File: config.mk
export PLATFORM = sky130hd
export DESIGN_NAME = lampfpu_top
export DESIGN_NICKNAME = d
export VERILOG_FILES = /design/src/source/lampfpu_fmt_pkg.sv /design/src/source/lampfpu_ctrl_pkg.sv /design/src/source/lampfpu_operand_unpack.sv /design/src/source/lampfpu_cmp.sv /design/src/source/lampfpu_ctrl.sv /design/src/source/lampfpu_top.sv
export VERILOG_INCLUDE_DIRS = /design/src /design/src/source
export SDC_FILE = /design/constraint.sdc
export NUM_CORES = 1
export LEC_CHECK = 0
export BUFFER_PORTS_ARGS = -buffer_cell sky130_fd_sc_hd__clkbuf_2
export CELL_PAD_IN_SITES_DETAIL_PLACEMENT = 1
export CELL_PAD_IN_SITES_GLOBAL_PLACEMENT = 1
export CORE_AREA = 2 2 86 67
export DETAILED_ROUTE_END_ITERATION = 16
export DIE_AREA = 0 0 88 69
export HOLD_SLACK_MARGIN = 0.1
export PLACE_DENSITY = 0.85
export SYNTH_ARGS = -nofsm -noshare
export SYNTH_HDL_FRONTEND = slang
export SYNTH_HIERARCHICAL = 1
export SYNTH_SLANG_ARGS = --single-unit
File: constraint.sdc
create_clock -name clk -period 4.31 [get_ports clk]
set_input_delay 0 -clock clk [delete_from_list [all_inputs] [get_ports clk]]
set_output_delay 0 -clock clk [all_outputs]
set_load 0.1 [all_outputs]
File: src/source/lampfpu_macros.svh
// widths for a 16-bit float (1 sign, 8 exponent, 7 fraction); no integer datapath
`ifndef LAMPFPU_MACROS_SVH
`define LAMPFPU_MACROS_SVH

////////////////////
// float format
////////////////////

`define LAMP_FLOAT_DW	16
`define LAMP_FLOAT_E_DW	8
`define LAMP_FLOAT_F_DW	7

////////////////////
// result and control
////////////////////

// compare outcome lives in bit 0, upper bits read as zero
`define LAMP_RESULT_DW	16

// opcode and state encodings are both 2 bits wide
`define LAMP_OPCODE_DW	2
`define LAMP_STATE_DW	2

`endif

File: src/source/lampfpu_fmt_pkg.sv
// operand type for the 16-bit float; denormals are flagged as neither zero nor special
`include "lampfpu_macros.svh"

package lampfpu_fmt_pkg;

	////////////////////
	// unpacked operand
	////////////////////

	// raw fields plus class flags, 20 bits total
	typedef struct packed
	{
		logic							sign;
		logic	[`LAMP_FLOAT_E_DW-1:0]	exponent;
		logic	[`LAMP_FLOAT_F_DW-1:0]	fraction;
		// exponent and fraction both zero
		logic							is_zero;
		// exponent all ones, fraction zero
		logic							is_inf;
		// nan with fraction msb clear
		logic							is_snan;
		// nan with fraction msb set
		logic							is_qnan;
	} operand_t;

endpackage

File: src/source/lampfpu_ctrl_pkg.sv
// control encodings; only the compare opcodes are supported, FPU_IDLE means no request
`include "lampfpu_macros.svh"

package lampfpu_ctrl_pkg;

	////////////////////
	// opcodes
	////////////////////

	typedef enum logic [`LAMP_OPCODE_DW-1:0]
	{
		FPU_IDLE	= 2'd0,
		FPU_EQ		= 2'd1,
		FPU_LT		= 2'd2,
		FPU_LE		= 2'd3
	} opcode_t;

	////////////////////
	// control fsm states
	////////////////////

	typedef enum logic [`LAMP_STATE_DW-1:0]
	{
		IDLE	= 2'd0,
		WORK	= 2'd1,
		DONE	= 2'd2
	} state_t;

endpackage

File: src/source/lampfpu_operand_unpack.sv
// registers and classifies the operand every cycle with no enable; one cycle of latency
`include "lampfpu_macros.svh"

module lampfpu_operand_unpack (
	input	logic								clk,
	input	logic								rst,
	input	logic	[`LAMP_FLOAT_DW-1:0]		op_i,
	output	lampfpu_fmt_pkg::operand_t			operand_o
);

	lampfpu_fmt_pkg::operand_t			operand_next;
	logic	[`LAMP_FLOAT_E_DW-1:0]		exp_field;
	logic	[`LAMP_FLOAT_F_DW-1:0]		frac_field;
	logic								exp_all_ones;
	logic								frac_non_zero;

	////////////////////
	// split and classify
	////////////////////

	always_comb
	begin
		{operand_next.sign, exp_field, frac_field} = op_i;
		exp_all_ones			= &exp_field;
		frac_non_zero			= |frac_field;

		operand_next.exponent	= exp_field;
		operand_next.fraction	= frac_field;
		operand_next.is_zero	= (exp_field == '0) & ~frac_non_zero;
		operand_next.is_inf		= exp_all_ones & ~frac_non_zero;
		// nan flavour picked by the fraction msb
		operand_next.is_snan	= exp_all_ones & frac_non_zero & ~frac_field[`LAMP_FLOAT_F_DW-1];
		operand_next.is_qnan	= exp_all_ones & frac_field[`LAMP_FLOAT_F_DW-1];
	end

	////////////////////
	// output register
	////////////////////

	always_ff @(posedge clk)
	begin
		if (rst)
		begin
			operand_o	<= '0;
		end
		else
		begin
			operand_o	<= operand_next;
		end
	end

endmodule

File: src/source/lampfpu_cmp.sv
// EQ/LT/LE only; any nan gives 0 and no invalid flag is raised; expects a one-cycle start
module lampfpu_cmp (
	input	logic							clk,
	input	logic							rst,
	input	logic							start_i,
	input	lampfpu_ctrl_pkg::opcode_t		opcode_i,
	input	lampfpu_fmt_pkg::operand_t		op_a_i,
	input	lampfpu_fmt_pkg::operand_t		op_b_i,
	output	logic							valid_o,
	output	logic							cmp_o
);

	logic	any_nan;
	logic	both_zero;
	logic	mag_lt;
	logic	mag_gt;
	logic	is_eq;
	logic	is_lt;
	logic	cmp_next;

	////////////////////
	// ordering
	////////////////////

	always_comb
	begin
		any_nan		= op_a_i.is_snan | op_a_i.is_qnan | op_b_i.is_snan | op_b_i.is_qnan;
		both_zero	= op_a_i.is_zero & op_b_i.is_zero;

		// exponent then fraction, same as comparing the concatenation
		mag_lt		= {op_a_i.exponent, op_a_i.fraction} < {op_b_i.exponent, op_b_i.fraction};
		mag_gt		= {op_b_i.exponent, op_b_i.fraction} < {op_a_i.exponent, op_a_i.fraction};

		// +0 and -0 are the same value
		is_eq		= both_zero
			| ((op_a_i.sign == op_b_i.sign)
			& (op_a_i.exponent == op_b_i.exponent)
			& (op_a_i.fraction == op_b_i.fraction));

		if (both_zero)
			is_lt	= 1'b0;
		else if (op_a_i.sign != op_b_i.sign)
			is_lt	= op_a_i.sign;
		else if (op_a_i.sign)
			// negatives: larger magnitude is smaller
			is_lt	= mag_gt;
		else
			is_lt	= mag_lt;

		case (opcode_i)
			lampfpu_ctrl_pkg::FPU_EQ:	cmp_next = is_eq;
			lampfpu_ctrl_pkg::FPU_LT:	cmp_next = is_lt;
			lampfpu_ctrl_pkg::FPU_LE:	cmp_next = is_lt | is_eq;
			default:					cmp_next = 1'b0;
		endcase

		if (any_nan)
			cmp_next	= 1'b0;
	end

	////////////////////
	// registers
	////////////////////

	always_ff @(posedge clk)
	begin
		if (rst)
			valid_o	<= 1'b0;
		else
			valid_o	<= start_i;
	end

	always_ff @(posedge clk)
	begin
		if (start_i)
			cmp_o	<= cmp_next;
	end

endmodule

File: src/source/lampfpu_ctrl.sv
// one operation in flight; flush_i is only sampled in IDLE and result_o holds after padv_i
`include "lampfpu_macros.svh"

module lampfpu_ctrl (
	input	logic								clk,
	input	logic								rst,
	input	logic								flush_i,
	input	logic								padv_i,
	input	lampfpu_ctrl_pkg::opcode_t			opcode_i,
	input	logic								cmp_valid_i,
	input	logic								cmp_i,
	output	logic								start_o,
	output	lampfpu_ctrl_pkg::opcode_t			opcode_o,
	output	logic	[`LAMP_RESULT_DW-1:0]		result_o,
	output	logic								result_valid_o
);

	lampfpu_ctrl_pkg::state_t			state;
	lampfpu_ctrl_pkg::state_t			state_next;
	logic								start_next;
	lampfpu_ctrl_pkg::opcode_t			opcode_next;
	logic	[`LAMP_RESULT_DW-1:0]		result_next;
	logic								result_valid_next;

	////////////////////
	// next state
	////////////////////

	always_comb
	begin
		state_next			= state;
		start_next			= 1'b0;
		opcode_next			= opcode_o;
		result_next			= result_o;
		result_valid_next	= result_valid_o;

		case (state)
			lampfpu_ctrl_pkg::IDLE:
			begin
				// a flushed request is dropped here
				if (opcode_i != lampfpu_ctrl_pkg::FPU_IDLE && !flush_i)
				begin
					start_next	= 1'b1;
					opcode_next	= opcode_i;
					state_next	= lampfpu_ctrl_pkg::WORK;
				end
			end
			lampfpu_ctrl_pkg::WORK:
			begin
				if (cmp_valid_i)
				begin
					result_next			= {{(`LAMP_RESULT_DW-1){1'b0}}, cmp_i};
					result_valid_next	= 1'b1;
					state_next			= lampfpu_ctrl_pkg::DONE;
				end
			end
			lampfpu_ctrl_pkg::DONE:
			begin
				// result stays put, only the valid drops
				if (padv_i)
				begin
					result_valid_next	= 1'b0;
					state_next			= lampfpu_ctrl_pkg::IDLE;
				end
			end
			default:
			begin
				state_next	= lampfpu_ctrl_pkg::IDLE;
			end
		endcase
	end

	////////////////////
	// registers
	////////////////////

	always_ff @(posedge clk)
	begin
		if (rst)
		begin
			state			<= lampfpu_ctrl_pkg::IDLE;
			start_o			<= 1'b0;
			opcode_o		<= lampfpu_ctrl_pkg::FPU_IDLE;
			result_o		<= '0;
			result_valid_o	<= 1'b0;
		end
		else
		begin
			state			<= state_next;
			start_o			<= start_next;
			opcode_o		<= opcode_next;
			result_o		<= result_next;
			result_valid_o	<= result_valid_next;
		end
	end

endmodule

File: src/source/lampfpu_top.sv
// compare-only fpu; result valid 3 edges after acceptance, is_ready_o is combinational
`include "lampfpu_macros.svh"

module lampfpu_top (
	input	logic								clk,
	input	logic								rst,
	input	logic								flush_i,
	input	logic								padv_i,
	input	lampfpu_ctrl_pkg::opcode_t			opcode_i,
	input	logic	[`LAMP_FLOAT_DW-1:0]		op1_i,
	input	logic	[`LAMP_FLOAT_DW-1:0]		op2_i,
	output	logic	[`LAMP_RESULT_DW-1:0]		result_o,
	output	logic								is_result_valid_o,
	output	logic								is_ready_o
);

	lampfpu_fmt_pkg::operand_t		op1_unpacked;
	lampfpu_fmt_pkg::operand_t		op2_unpacked;
	logic							cmp_start;
	lampfpu_ctrl_pkg::opcode_t		cmp_opcode;
	logic							cmp_valid;
	logic							cmp_res;

	////////////////////
	// operand stage
	////////////////////

	lampfpu_operand_unpack unpack_op1 (
		.clk		(clk),
		.rst		(rst),
		.op_i		(op1_i),
		.operand_o	(op1_unpacked)
	);

	lampfpu_operand_unpack unpack_op2 (
		.clk		(clk),
		.rst		(rst),
		.op_i		(op2_i),
		.operand_o	(op2_unpacked)
	);

	////////////////////
	// compare and control
	////////////////////

	lampfpu_cmp cmp (
		.clk		(clk),
		.rst		(rst),
		.start_i	(cmp_start),
		.opcode_i	(cmp_opcode),
		.op_a_i		(op1_unpacked),
		.op_b_i		(op2_unpacked),
		.valid_o	(cmp_valid),
		.cmp_o		(cmp_res)
	);

	lampfpu_ctrl ctrl (
		.clk			(clk),
		.rst			(rst),
		.flush_i		(flush_i),
		.padv_i			(padv_i),
		.opcode_i		(opcode_i),
		.cmp_valid_i	(cmp_valid),
		.cmp_i			(cmp_res),
		.start_o		(cmp_start),
		.opcode_o		(cmp_opcode),
		.result_o		(result_o),
		.result_valid_o	(is_result_valid_o)
	);

	// ready when nothing is requested or a result is waiting for padv_i
	assign is_ready_o = (opcode_i == lampfpu_ctrl_pkg::FPU_IDLE) | is_result_valid_o;

endmodule

# == After elaboration in Yosys (flattened, before gate mapping) ==
# Cells that the tools add are included.
# op_classes
n_div,0
mul,0
n_shift,0
bitwise,22
eq_ne,12
order_cmp,2
muxes,12
addsub,0
n_reduce_logical,17
# op_table
op,n
15-bit less-than comparator,2
8-bit zero test,2
8-bit AND reduction,2
7-bit OR reduction,2
1-bit bitwise AND,11
8-bit == test,1
7-bit == test,1
"2-bit == test, second input constant",3
1-bit 2-to-1 mux,6
2-bit 2-to-1 mux,3
1-bit bitwise OR,6
2-bit case mux with 3 select lines,1
3-bit AND reduction,2
1-bit inverter,5
"2-bit by 1-bit == test with 1-bit output, second input constant",2
2-bit zero test,2
"2-bit != test, second input constant",2
2-bit AND reduction,2
2-bit nonzero test,2
1-bit case mux with 3 select lines,1
"2-bit by 1-bit != test with 1-bit output, second input constant",1
1-bit case mux with 2 select lines,1
2-bit OR reduction,1
1-bit == test,1
3 further kinds,3
# totals
mem_bits_ro,0
latch_bits,0
regBits,47
elab_cells,84
memories,0
ram_bits,0
input_bits,38

# == Depth between registers and ports, before layout ==
# Gate-level depths: netlist (run 1).
# logic_depth
word_depth,6
ltp_mapped,7
mapped_depth_nobuf,7

# == Cells and area by module ==
# Netlist (run 1), hierarchy kept.
# by_module_without_submodules
mod,cells_per_inst,seq_area_each_um2,n_inst,area_per_inst_um2
lampfpu_operand_unpack,51,400.4,2,605.6
lampfpu_cmp,68,50.0,1,504.2
lampfpu_ctrl,46,140.1,1,412.9
lampfpu_top,1,0.0,1,7.5

# == Least setup slack after synthesis (run 1) ==
# Ideal clock, no wire load.
# synth_timing
path_type,flip-flop to output port
start,register ctrl.result_valid_o
end,output is_ready_o
setup_slack_ns,2.467
path_stages_with_launch,2
t_arrival_ns,1.843
t_required_ns,4.310
cell_sequence,dfxtp_1 -> o21bai_1
# synth_via
elab_chain_len,1
# synth_rtl
element,line_no,rtl
from (decl),lampfpu_ctrl.sv:15,output logic result_valid_o
from (signal assigned),lampfpu_ctrl.sv:93,result_valid_o <= result_valid_next;
1-bit bitwise OR,lampfpu_top.sv:72,assign is_ready_o = (opcode_i == lampfpu_ctrl_pkg::FPU_IDLE) | is_result_valid_o;
to (decl),lampfpu_top.sv:14,output logic is_ready_o
# No other way between the ends.

# == Final worst setup path (run 1) ==
# layout_timing
start,register unpack_op1/operand_o[8] in the netlist's numbering
end,register cmp.cmp_o (data pin)
# layout_via
elab_chain_len,6
word_cells_on_any_way,10
classes_between,order compare (2); eq/ne (1); mux (4); bitwise (3)
# layout_rtl
element,line_no,rtl
from (decl),lampfpu_operand_unpack.sv:8,output lampfpu_fmt_pkg::operand_t operand_o
from (signal assigned),lampfpu_operand_unpack.sv:48,operand_o <= operand_next;
"15-bit less-than comparator, on equally long branches","lampfpu_cmp.sv:31, lampfpu_cmp.sv:32",
1-bit 2-to-1 mux,lampfpu_cmp.sv:44,else if (op_a_i.sign)
1-bit 2-to-1 mux,lampfpu_cmp.sv:42,else if (op_a_i.sign != op_b_i.sign)
1-bit 2-to-1 mux,lampfpu_cmp.sv:40,if (both_zero)
1-bit bitwise OR,lampfpu_cmp.sv:53,lampfpu_ctrl_pkg::FPU_LE: cmp_next = is_lt | is_eq;
1-bit case mux with 3 select lines (*),lampfpu_cmp.sv:50,case (opcode_i)
to (signal assigned),lampfpu_cmp.sv:76,cmp_o <= cmp_next;
to (decl),lampfpu_cmp.sv:10,output logic cmp_o
# Every way passes the cells marked *; elsewhere a longest branch is shown, timed or not.
# A chain may end at the register's enable or synchronous reset.

==> results of run 1 <==
-- through the flow --
| stage | util, % | std cells |
|---|---|---|
| after floorplan | - | 227 |
| after global placement | 44.3 | 324 |
| after detailed placement | 44.3 | 324 |
| after CTS | 54.2 | 374 |
| after global routing | 54.2 | 374 |
| final | 54.2 | 374 |
-- what timing repair did --
item,4_1_cts,5_1_grt
hold endpoints to repair,44,0
setup endpoints to repair,0,0
hold buffers,42,0
-- where the power goes --
part / leakage [nW] / switching [mW] / internal [mW]
Combinational: 0.805 / 0.126 / 0.0691
Sequential: 0.390 / 0.00902 / 0.456
Clock: 0.0452 / 0.172 / 0.119
-- layer usage --
layer | vias to the layer above | part of all wire [%] | track usage (%)
met3 | 7 | 3.4 | 4.79
met2 | 41 | 50 | 34.6
li1 | 853 | - | -
met5 | - | 0 | 0
met1 | 809 | 46 | 25.6
met4 | 0 | 1.4 | 7.69
-- flip-flops by register name (all words and copies together), names as in the netlist --
signal                flops
unpack_op2/operand_o     19
ctrl/result_o             1
ctrl/result_valid_o       1
cmp/cmp_o                 1
ctrl/state                2
unpack_op1/operand_o     19
ctrl/start_o              1
cmp/valid_o               1
ctrl/opcode_o             2
-- worst min-delay path by stage --
stage	from	endpoint	slack, ns	cells past startpoint
floorplan	op1_i[7]	unpack_op1/operand_o[3]$_SDFF_PP0_	0.07	1
global placement	op1_i[7]	unpack_op1/operand_o[3]$_SDFF_PP0_	0.20	2
detailed placement	op1_i[7]	unpack_op1/operand_o[3]$_SDFF_PP0_	0.20	2
CTS	rst	ctrl/state[0]$_SDFFE_PP0P_	0.42	2
global route	op2_i[15]	unpack_op2/operand_o[19]$_SDFF_PP0_	0.47	3
finish	rst	ctrl/state[0]$_SDFFE_PP0P_	0.45	2
-- final cells by class --
| class | instances | area [um2] | share of cell area, % |
|---|---|---|---|
| Sequential cell | 47 | 951 | 33.7 |
| Clock inverter | 3 | 25.0 | 0.887 |
| Multi-Input combinational cell | 144 | 996 | 35.3 |
| Inverter | 18 | 67.6 | 2.39 |
| Clock buffer | 5 | 68.8 | 2.44 |
| Timing Repair Buffer | 82 | 621 | 22.0 |
| Tap cell | 75 | 93.8 | 3.32 |
==> results.yml, run 1 <==
outcome:
  status: "finished clean"
power_and_ir_drop:
  p_per_area_nw_per_um2: 337
  p_leak_nw: 1.24
  power_uw: 951
  ir_drop_v: 0.000190
critical_path:
  rr_startpoint: "unpack_op1/operand_o[8]$_SDFF_PP0_"
  timing.rr.end: "cmp/cmp_o$_SDFFCE_PP0P_"
  crit_type: "reg2reg"
  reg2reg_depth: 7
  cp_max_fo: 2
  rrSetupSlack_ns: 2.41
  crit_chain: "inv_1 > ha_1 > a211oi_1 > nor2_1 > o31ai_1 > a21oi_1 > nand4bb_1"
  end_kind: "flop"
  endpoint: "cmp/cmp_o$_SDFFCE_PP0P_"
  cp_num_cells: 7
  cp-start-kind: "flop"
  worstPathArrival_ns: 1.95
  worstSetupStartpoint: "unpack_op1/operand_o[8]$_SDFF_PP0_"
  critPathSlowestCell: "dfxtp_1"
  cp.buffers_inverters: 1
  path_delay_family: "compound AO/OA/AOI/OAI gates"
  required_ns: 4.36
  cpPeakStageDelay_ns: 0.34
worst_hold_path:
  hp-class: "in2reg"
timing:
  finalHoldViolations: 0
  finalSetupViolCount: 0
  rsz0062_at_grt: "no"
  clock_skew_ns: 0.0133
  fmaxAchievable_mhz: 527
  maxSlewHeadroom_pct: 37.3
  slew_viol_final: 0
  hold_ws_ns: 0.454
  fin_crit_ns: 1.90
  tns_ns: 0
  finalCritPeriodShare_pct: 44.0
  setup_ws_ns: 2.41
  worst_slew_pin_slew_ns: 0.940
detailed_routing:
  drt-pass1-iter-count: 4
  routedWlPerCell_um: 15.7
  wl_mm: 5.86
  drt-initial-drc-count: 44
  vias_per_cell: 4.57
  num_vias: 1710
  drt_drc_violations_left: 0
  antenna_left: 0
grt:
  grt_use_total_pct: 20.7
  grt_pass1_wl_mm: 9.29
  grt_pass1_vias: 1790
  antenna_found_initial: 0
  grt_max_degree: 45
  grt_overflow: 0
clock_network:
  cts-root-buf: "clkbuf_8"
  cts_made_buffers: 5
  cts_tree: "done"
  clk_latency_ns: 0.32
  clock_sinks: 47
  clk_pin_slew_worst_paths_ns: 0.10
  clock_path_buffers: 2
  post-cts-setup-buffers: 0
  post_cts_resized: 0
  ctsHtreeMaxLevel: 2
flow_run:
  drv_cap: 0
floorplanning:
  ios: 56
  core_um2: 5210
  start_util_pct: 40.1
  fp.dieH_um: 69
  die-area_um2: 6070
  row_count: 23
  die_x_um: 88
cells_and_area:
  diodes: 0
  finalNetCount: 351
  fillCellCount: 612
  fin_area_um2: 2820
  syn_to_final_growth_pct: 35.2
  final_cell_mix: "46 x dfxtp_1, 42 x dlygate4sd3_1, 40 x clkbuf_2"
  drive_gt1_share_pct: 20.1
  layout_commonest_cell: "dfxtp_1"
place:
  dp.final_hpwl_mm: 3.51
  place_ws_ns: 2.46
  place_area_um2: 2310
  io_buffer_count: 40
  place_congestion: 0.849
yosys:
  syn_area_um2: 2090
  postSynthCellCount: 213
  ys_warn_count: 6
  synth_area_per_cell_um2: 9.80
Note: power is estimated with default switching activity, not from simulation.
==> inputs of run 2 (changes only) <==
- CORE_AREA: 2 2 86 67 -> 2 2 94 73
- DIE_AREA: 0 0 88 69 -> 0 0 96 75
- PLACE_DENSITY: 0.85 -> 0.76
- clock period: 4.31 -> 1.7 ns (I/O delays scaled with it)
==> run 2 against run 1 <==
  * The flow now finishes with violations (negative setup slack)
  * Highest routed layer unchanged
  * Combinational power rose to 2.8 times the previous value
  * Utilization fell by 5.6 points
  * Non-clock buffer count rose by 4
  * Total power rose to 2.7 times the previous value
  * Clock power rose to 2.9 times the previous value
==> results.yml, run 2 (synthesized netlist as in run 1, its figures left out) <==
place:
  place_ws_ns: -0.0905
  dp.final_hpwl_mm: 3.69
  place_area_um2: 2360
  place_congestion: 0.794
  dp.cells: 335
  io_buffer_count: 40
floorplanning:
  start_util_pct: 33.5
  row_count: 25
  die-area_um2: 7200
  die_x_um: 96
  ios: 56
  core_um2: 6220
  fp.dieH_um: 75
timing:
  clock_skew_ns: 0.00724
  finalHoldViolations: 0
  worst_slew_pin_slew_ns: 0.676
  fin_crit_ns: 1.83
  maxSlewHeadroom_pct: 54.9
  rsz0062_at_grt: "yes"
  finalCritPeriodShare_pct: 107
  finalSetupViolCount: 1
  hold_ws_ns: 0.297
  tns_ns: -0.127
  setup_ws_ns: -0.127
  fmaxAchievable_mhz: 547
  slew_viol_final: 0
cells_and_area:
  layout_commonest_cell: "dfxtp_1"
  final_cells: 384
  post-route-util_pct: 48.6
  top_regs: "unpack_op1/operand_o: 19 flops, unpack_op2/operand_o: 19 flops"
  syn_to_final_growth_pct: 44.9
  diodes: 0
  finalNetCount: 355
  final_cell_mix: "42 x dfxtp_1, 40 x clkbuf_2, 39 x dlygate4sd3_1"
  fillCellCount: 694
  fin_area_um2: 3030
  drive_gt1_share_pct: 30.0
detailed_routing:
  vias_per_cell: 4.49
  wl_mm: 5.73
  drt-pass1-iter-count: 4
  drt-initial-drc-count: 33
  routedWlPerCell_um: 14.9
  num_vias: 1723
  antenna_left: 0
  drt_drc_violations_left: 0
critical_path:
  cpPeakStageDelay_ns: 0.34
  end_kind: "flop"
  timing.rr.end: "cmp/cmp_o$_SDFFCE_PP0P_"
  critPathSlowestCell: "dfxtp_2"
  worstPathArrival_ns: 1.88
  cp_max_fo: 2
  crit_chain: "inv_2 > ha_4 > nand4_1 > nor4_2 > or3b_1 > a21oi_1 > nand4bb_1"
  reg2reg_depth: 7
  cp-start-kind: "flop"
  crit_type: "reg2reg"
  rrSetupSlack_ns: -0.13
  required_ns: 1.75
  rr_startpoint: "unpack_op1/operand_o[16]$_SDFF_PP0_"
clock_network:
  cts-root-buf: "clkbuf_8"
  cts_tree: "done"
  clock_sinks: 47
  clk_latency_ns: 0.30
  clock_path_buffers: 2
  cts_made_buffers: 5
  ctsHtreeMaxLevel: 2
  clk_pin_slew_worst_paths_ns: 0.09
grt:
  grt_overflow: 0
  grt_pass1_wl_mm: 8.74
  grt_use_total_pct: 16.5
  grt_pass1_vias: 1826
  grt_max_degree: 31
  antenna_found_initial: 0
flow_run:
  drv_cap: 0
power_and_ir_drop:
  power_mw: 2.57
  p_per_area_nw_per_um2: 851
  ir_drop_v: 0.000392
  p_leak_nw: 1.27
worst_hold_path:
  hp-start: "rst"
  hold_depth: 2
  whs_endpoint: "ctrl/state[0]$_SDFFE_PP0P_"
  hp-class: "in2reg"
outcome:
  violations: "negative setup slack"
  status: "finished, violations left"
run 2: changes by cell type in the layout (fill, tap and decap cells not counted), moves of 2 or more:
cell / delta
dfxtp_2: +4
dfxtp_1: -4
a21oi_1: -2
inv_1: -4
nor4_1: -2
ha_1: -8
buf_4: +7
inv_2: +4
ha_4: +8
dlygate4sd3_1: -3
a21oi_2: +2
run 2: layout make-up:
| type | instances | area (um2) | share of cell area, % |
|---|---|---|---|
| inverters | 18 | 67.6 | 2.23 |
| multi-input cells | 144 | 1140 | 37.8 |
| clock buffers | 5 | 68.8 | 2.27 |
| repair buffers | 86 | 643 | 21.3 |
| clock inverters | 3 | 45.0 | 1.49 |
| well taps | 81 | 101 | 3.35 |
| flip-flops and latches | 47 | 956 | 31.6 |
run 2: what timing repair did:
item / CTS / global route
pin swaps: 10 / 10
endpoints found under the setup margin: 1 / 4
gates resized for setup: 9 / 15
hold buffers: 40 / 0
setup buffers: 1 / 1
hold endpoints to repair: 44 / 0
run 2: worst max path at each step:
stage                                             start                 endpoint  slack [ns]  cells after the start
floorplan           unpack_op1/operand_o[18]$_SDFF_PP0_  cmp/cmp_o$_SDFFCE_PP0P_        0.05                      7
finish              unpack_op1/operand_o[16]$_SDFF_PP0_  cmp/cmp_o$_SDFFCE_PP0P_       -0.13                      7
global route        unpack_op1/operand_o[16]$_SDFF_PP0_  cmp/cmp_o$_SDFFCE_PP0P_       -0.22                      7
global placement    unpack_op1/operand_o[16]$_SDFF_PP0_  cmp/cmp_o$_SDFFCE_PP0P_       -0.02                      7
CTS                 unpack_op1/operand_o[11]$_SDFF_PP0_  cmp/cmp_o$_SDFFCE_PP0P_       -0.03                      7
detailed placement  unpack_op1/operand_o[14]$_SDFF_PP0_  cmp/cmp_o$_SDFFCE_PP0P_       -0.09                      7
run 2: where the power goes:
part	internal, mW	switching (mW)	total [mW]
Clock	0.444	0.396	0.840
Combinational	0.209	0.337	0.546
Sequential	1.16	0.0323	1.19
Total	1.81	0.765	2.57
run 2: worst max-delay path: cells and delay by family (launching register included):
family,cells,cell delay (ns)
AND/OR/NAND/NOR,4,0.86
flip-flops,1,0.34
adder cells (fa/ha/maj),1,0.27
buffers and inverters,1,0.05
AO/OA/AOI/OAI,1,0.04
run 2: layer usage:
layer | vias to the layer above | track usage (%) | part of all wire [%]
li1 | 868 | - | -
met1 | 792 | 20.3 | 45
met2 | 50 | 28.5 | 49
met3 | 13 | 3.20 | 3.9
met4 | 0 | 7.14 | 2.3
met5 | - | 0 | 0
==> inputs of run 3 (changes only) <==
- RECOVER_POWER: default -> 50
==> run 3 against run 2 <==
  * The run still ends with negative setup slack left
  * Combinational power shrank 1%
  * Via count up 0.12%
  * Global-route usage is the same
  * Utilization down 0.38 points
  * Die area unchanged
  * Sequential power barely moved
  * Critical path type unchanged
  * Critical endpoint unchanged
==> results.yml, run 3 (synthesized netlist as in run 1, its figures left out) <==
critical_path:
  cpPeakStageDelay_ns: 0.34
  cp.buffers_inverters: 1
  crit_type: "reg2reg"
  rrSetupSlack_ns: -0.13
  timing.rr.end: "cmp/cmp_o$_SDFFCE_PP0P_"
  end_kind: "flop"
  rr_startpoint: "unpack_op1/operand_o[16]$_SDFF_PP0_"
  reg2reg_depth: 7
  cp_max_fo: 2
  crit_chain: "inv_2 > ha_4 > nand4_1 > nor4_2 > or3b_1 > a21oi_1 > nand4bb_1"
  cp-start-kind: "flop"
  worstPathArrival_ns: 1.88
  cp_num_cells: 7
  path_delay_family: "simple AND/OR/NAND/NOR gates"
  critPathSlowestCell: "dfxtp_2"
  required_ns: 1.75
cells_and_area:
  finalNetCount: 355
  drive_gt1_share_pct: 24.8
  final_cell_mix: "42 x dfxtp_1, 39 x dlygate4sd3_1, 29 x nor2b_1"
  syn_to_final_growth_pct: 43.7
  top_regs: "unpack_op1/operand_o: 19 flops, unpack_op2/operand_o: 19 flops"
  post-route-util_pct: 48.2
  diodes: 0
  layout_commonest_cell: "dfxtp_1"
grt:
  grt_use_total_pct: 16.5
  antenna_found_initial: 0
  grt_max_degree: 31
  grt_pass1_vias: 1826
  grt_pass1_wl_mm: 8.74
  grt_overflow: 0
power_and_ir_drop:
  pwr-share-seq_pct: 46.2
  combPwrFrac_pct: 21.0
  pwr-share-clk_pct: 32.7
  p_per_area_nw_per_um2: 856
  switching_share_pct: 29.8
  switching_power_uw: 765
  p_int_mw: 1.80
  p_leak_nw: 1.23
  ir_drop_v: 0.000392
detailed_routing:
  antenna_left: 0
  routedWlPerCell_um: 14.9
  drt_drc_violations_left: 0
  vias_per_cell: 4.49
  drt-pass1-iter-count: 4
  drt-initial-drc-count: 30
  num_vias: 1725
  wl_mm: 5.73
place:
  place_congestion: 0.794
  place_ws_ns: -0.0905
  dp.final_hpwl_mm: 3.69
  io_buffer_count: 40
timing:
  slew_viol_final: 0
  finalSetupViolCount: 1
  finalCritPeriodShare_pct: 107
  rsz0062_at_grt: "yes"
  clock_skew_ns: 0.00794
  maxSlewHeadroom_pct: 6.00
  fin_crit_ns: 1.83
  setup_ws_ns: -0.126
  fmaxAchievable_mhz: 548
  finalHoldViolations: 0
  worst_slew_pin_slew_ns: 1.41
outcome:
  violations: "negative setup slack"
  status: "finished, violations left"
floorplanning:
  start_util_pct: 33.5
  die_x_um: 96
  core_um2: 6220
  die-area_um2: 7200
  row_count: 25
  ios: 56
  fp.dieH_um: 75
clock_network:
  cts-root-buf: "clkbuf_8"
  clk_latency_ns: 0.30
  ctsHtreeMaxLevel: 2
  cts_made_buffers: 5
  clock_sinks: 47
  clock_path_buffers: 2
  cts_tree: "done"
  clk_pin_slew_worst_paths_ns: 0.09
worst_hold_path:
  hp-class: "in2reg"
  hold_depth: 3
  whs_endpoint: "unpack_op2/operand_o[3]$_SDFF_PP0_"
  hp-start: "op2_i[7]"
flow_run:
  drv_cap: 0
==> run 3: area by class of cell <==
type / instances / area, um2
fillers: 704 / 3220
multi-input cells: 144 / 1140
flip-flops and latches: 47 / 956
repair buffers: 86 / 622
well taps: 81 / 101
clock buffers: 5 / 68.8
inverters: 18 / 67.6
clock inverters: 3 / 45.0
==> run 3: how the worst max path moves through the flow <==
stage	slack (ns)	end	startpoint
finish	-0.13	cmp/cmp_o$_SDFFCE_PP0P_	unpack_op1/operand_o[16]$_SDFF_PP0_
global placement	-0.02	cmp/cmp_o$_SDFFCE_PP0P_	unpack_op1/operand_o[16]$_SDFF_PP0_
CTS	-0.03	cmp/cmp_o$_SDFFCE_PP0P_	unpack_op1/operand_o[11]$_SDFF_PP0_
floorplan	0.05	cmp/cmp_o$_SDFFCE_PP0P_	unpack_op1/operand_o[18]$_SDFF_PP0_
detailed placement	-0.09	cmp/cmp_o$_SDFFCE_PP0P_	unpack_op1/operand_o[14]$_SDFF_PP0_
global route	-0.22	cmp/cmp_o$_SDFFCE_PP0P_	unpack_op1/operand_o[16]$_SDFF_PP0_
==> run 3: tightest hold or removal path, stage by stage <==
cell and delay [ns]:
dlygate4sd3_1 0.52, clkbuf_2 0.13, nor4_2 0.04
==> run 3: timing repair <==
| item | in CTS | in global routing |
|---|---|---|
| setup endpoints to repair | 1 | 4 |
| gates resized for setup | 9 | 15 |
| hold buffers | 40 | 0 |
| pin swaps | 10 | 10 |
| setup buffers | 1 | 1 |
| endpoints found under the hold margin | 44 | 0 |
==> run 3: power by group through the flow <==
| stage | clock network [mW] | registers (mW) | logic [mW] |
|---|---|---|---|
| 2_1_floorplan | 0 | 1.20 | 0.324 |
| 3_3_place_gp | 0 | 1.20 | 0.414 |
| 3_5_place_dp | 0 | 1.20 | 0.425 |
| 4_1_cts | 0.857 | 1.18 | 0.511 |
| 5_1_grt | 0.908 | 1.19 | 0.584 |
| 6_report | 0.841 | 1.19 | 0.540 |
==> run 3: stage by stage <==
stage	instances	hold WS (ns)	cell area (um2)	setup TNS (ns)	total power [mW]
after floorplan	227	0.0704	2140	0	1.52
after global placement	335	0.205	2360	-0.0152	1.62
after detailed placement	335	0.210	2360	-0.0905	1.63
after CTS	384	0.266	2940	-0.0333	2.55
after global routing	384	0.432	3000	-0.585	2.69
final	384	0.416	3000	-0.126	2.57
==> run 3: routing by layer <==
metal  vias up  global-route usage (%)  share of wire (%)
met4         0                    7.14                2.3
met3        13                    3.20                4.2
met5         -                       0                  0
met2        50                    28.5                 49
li1        868                       -                  -
met1       794                    20.3                 45
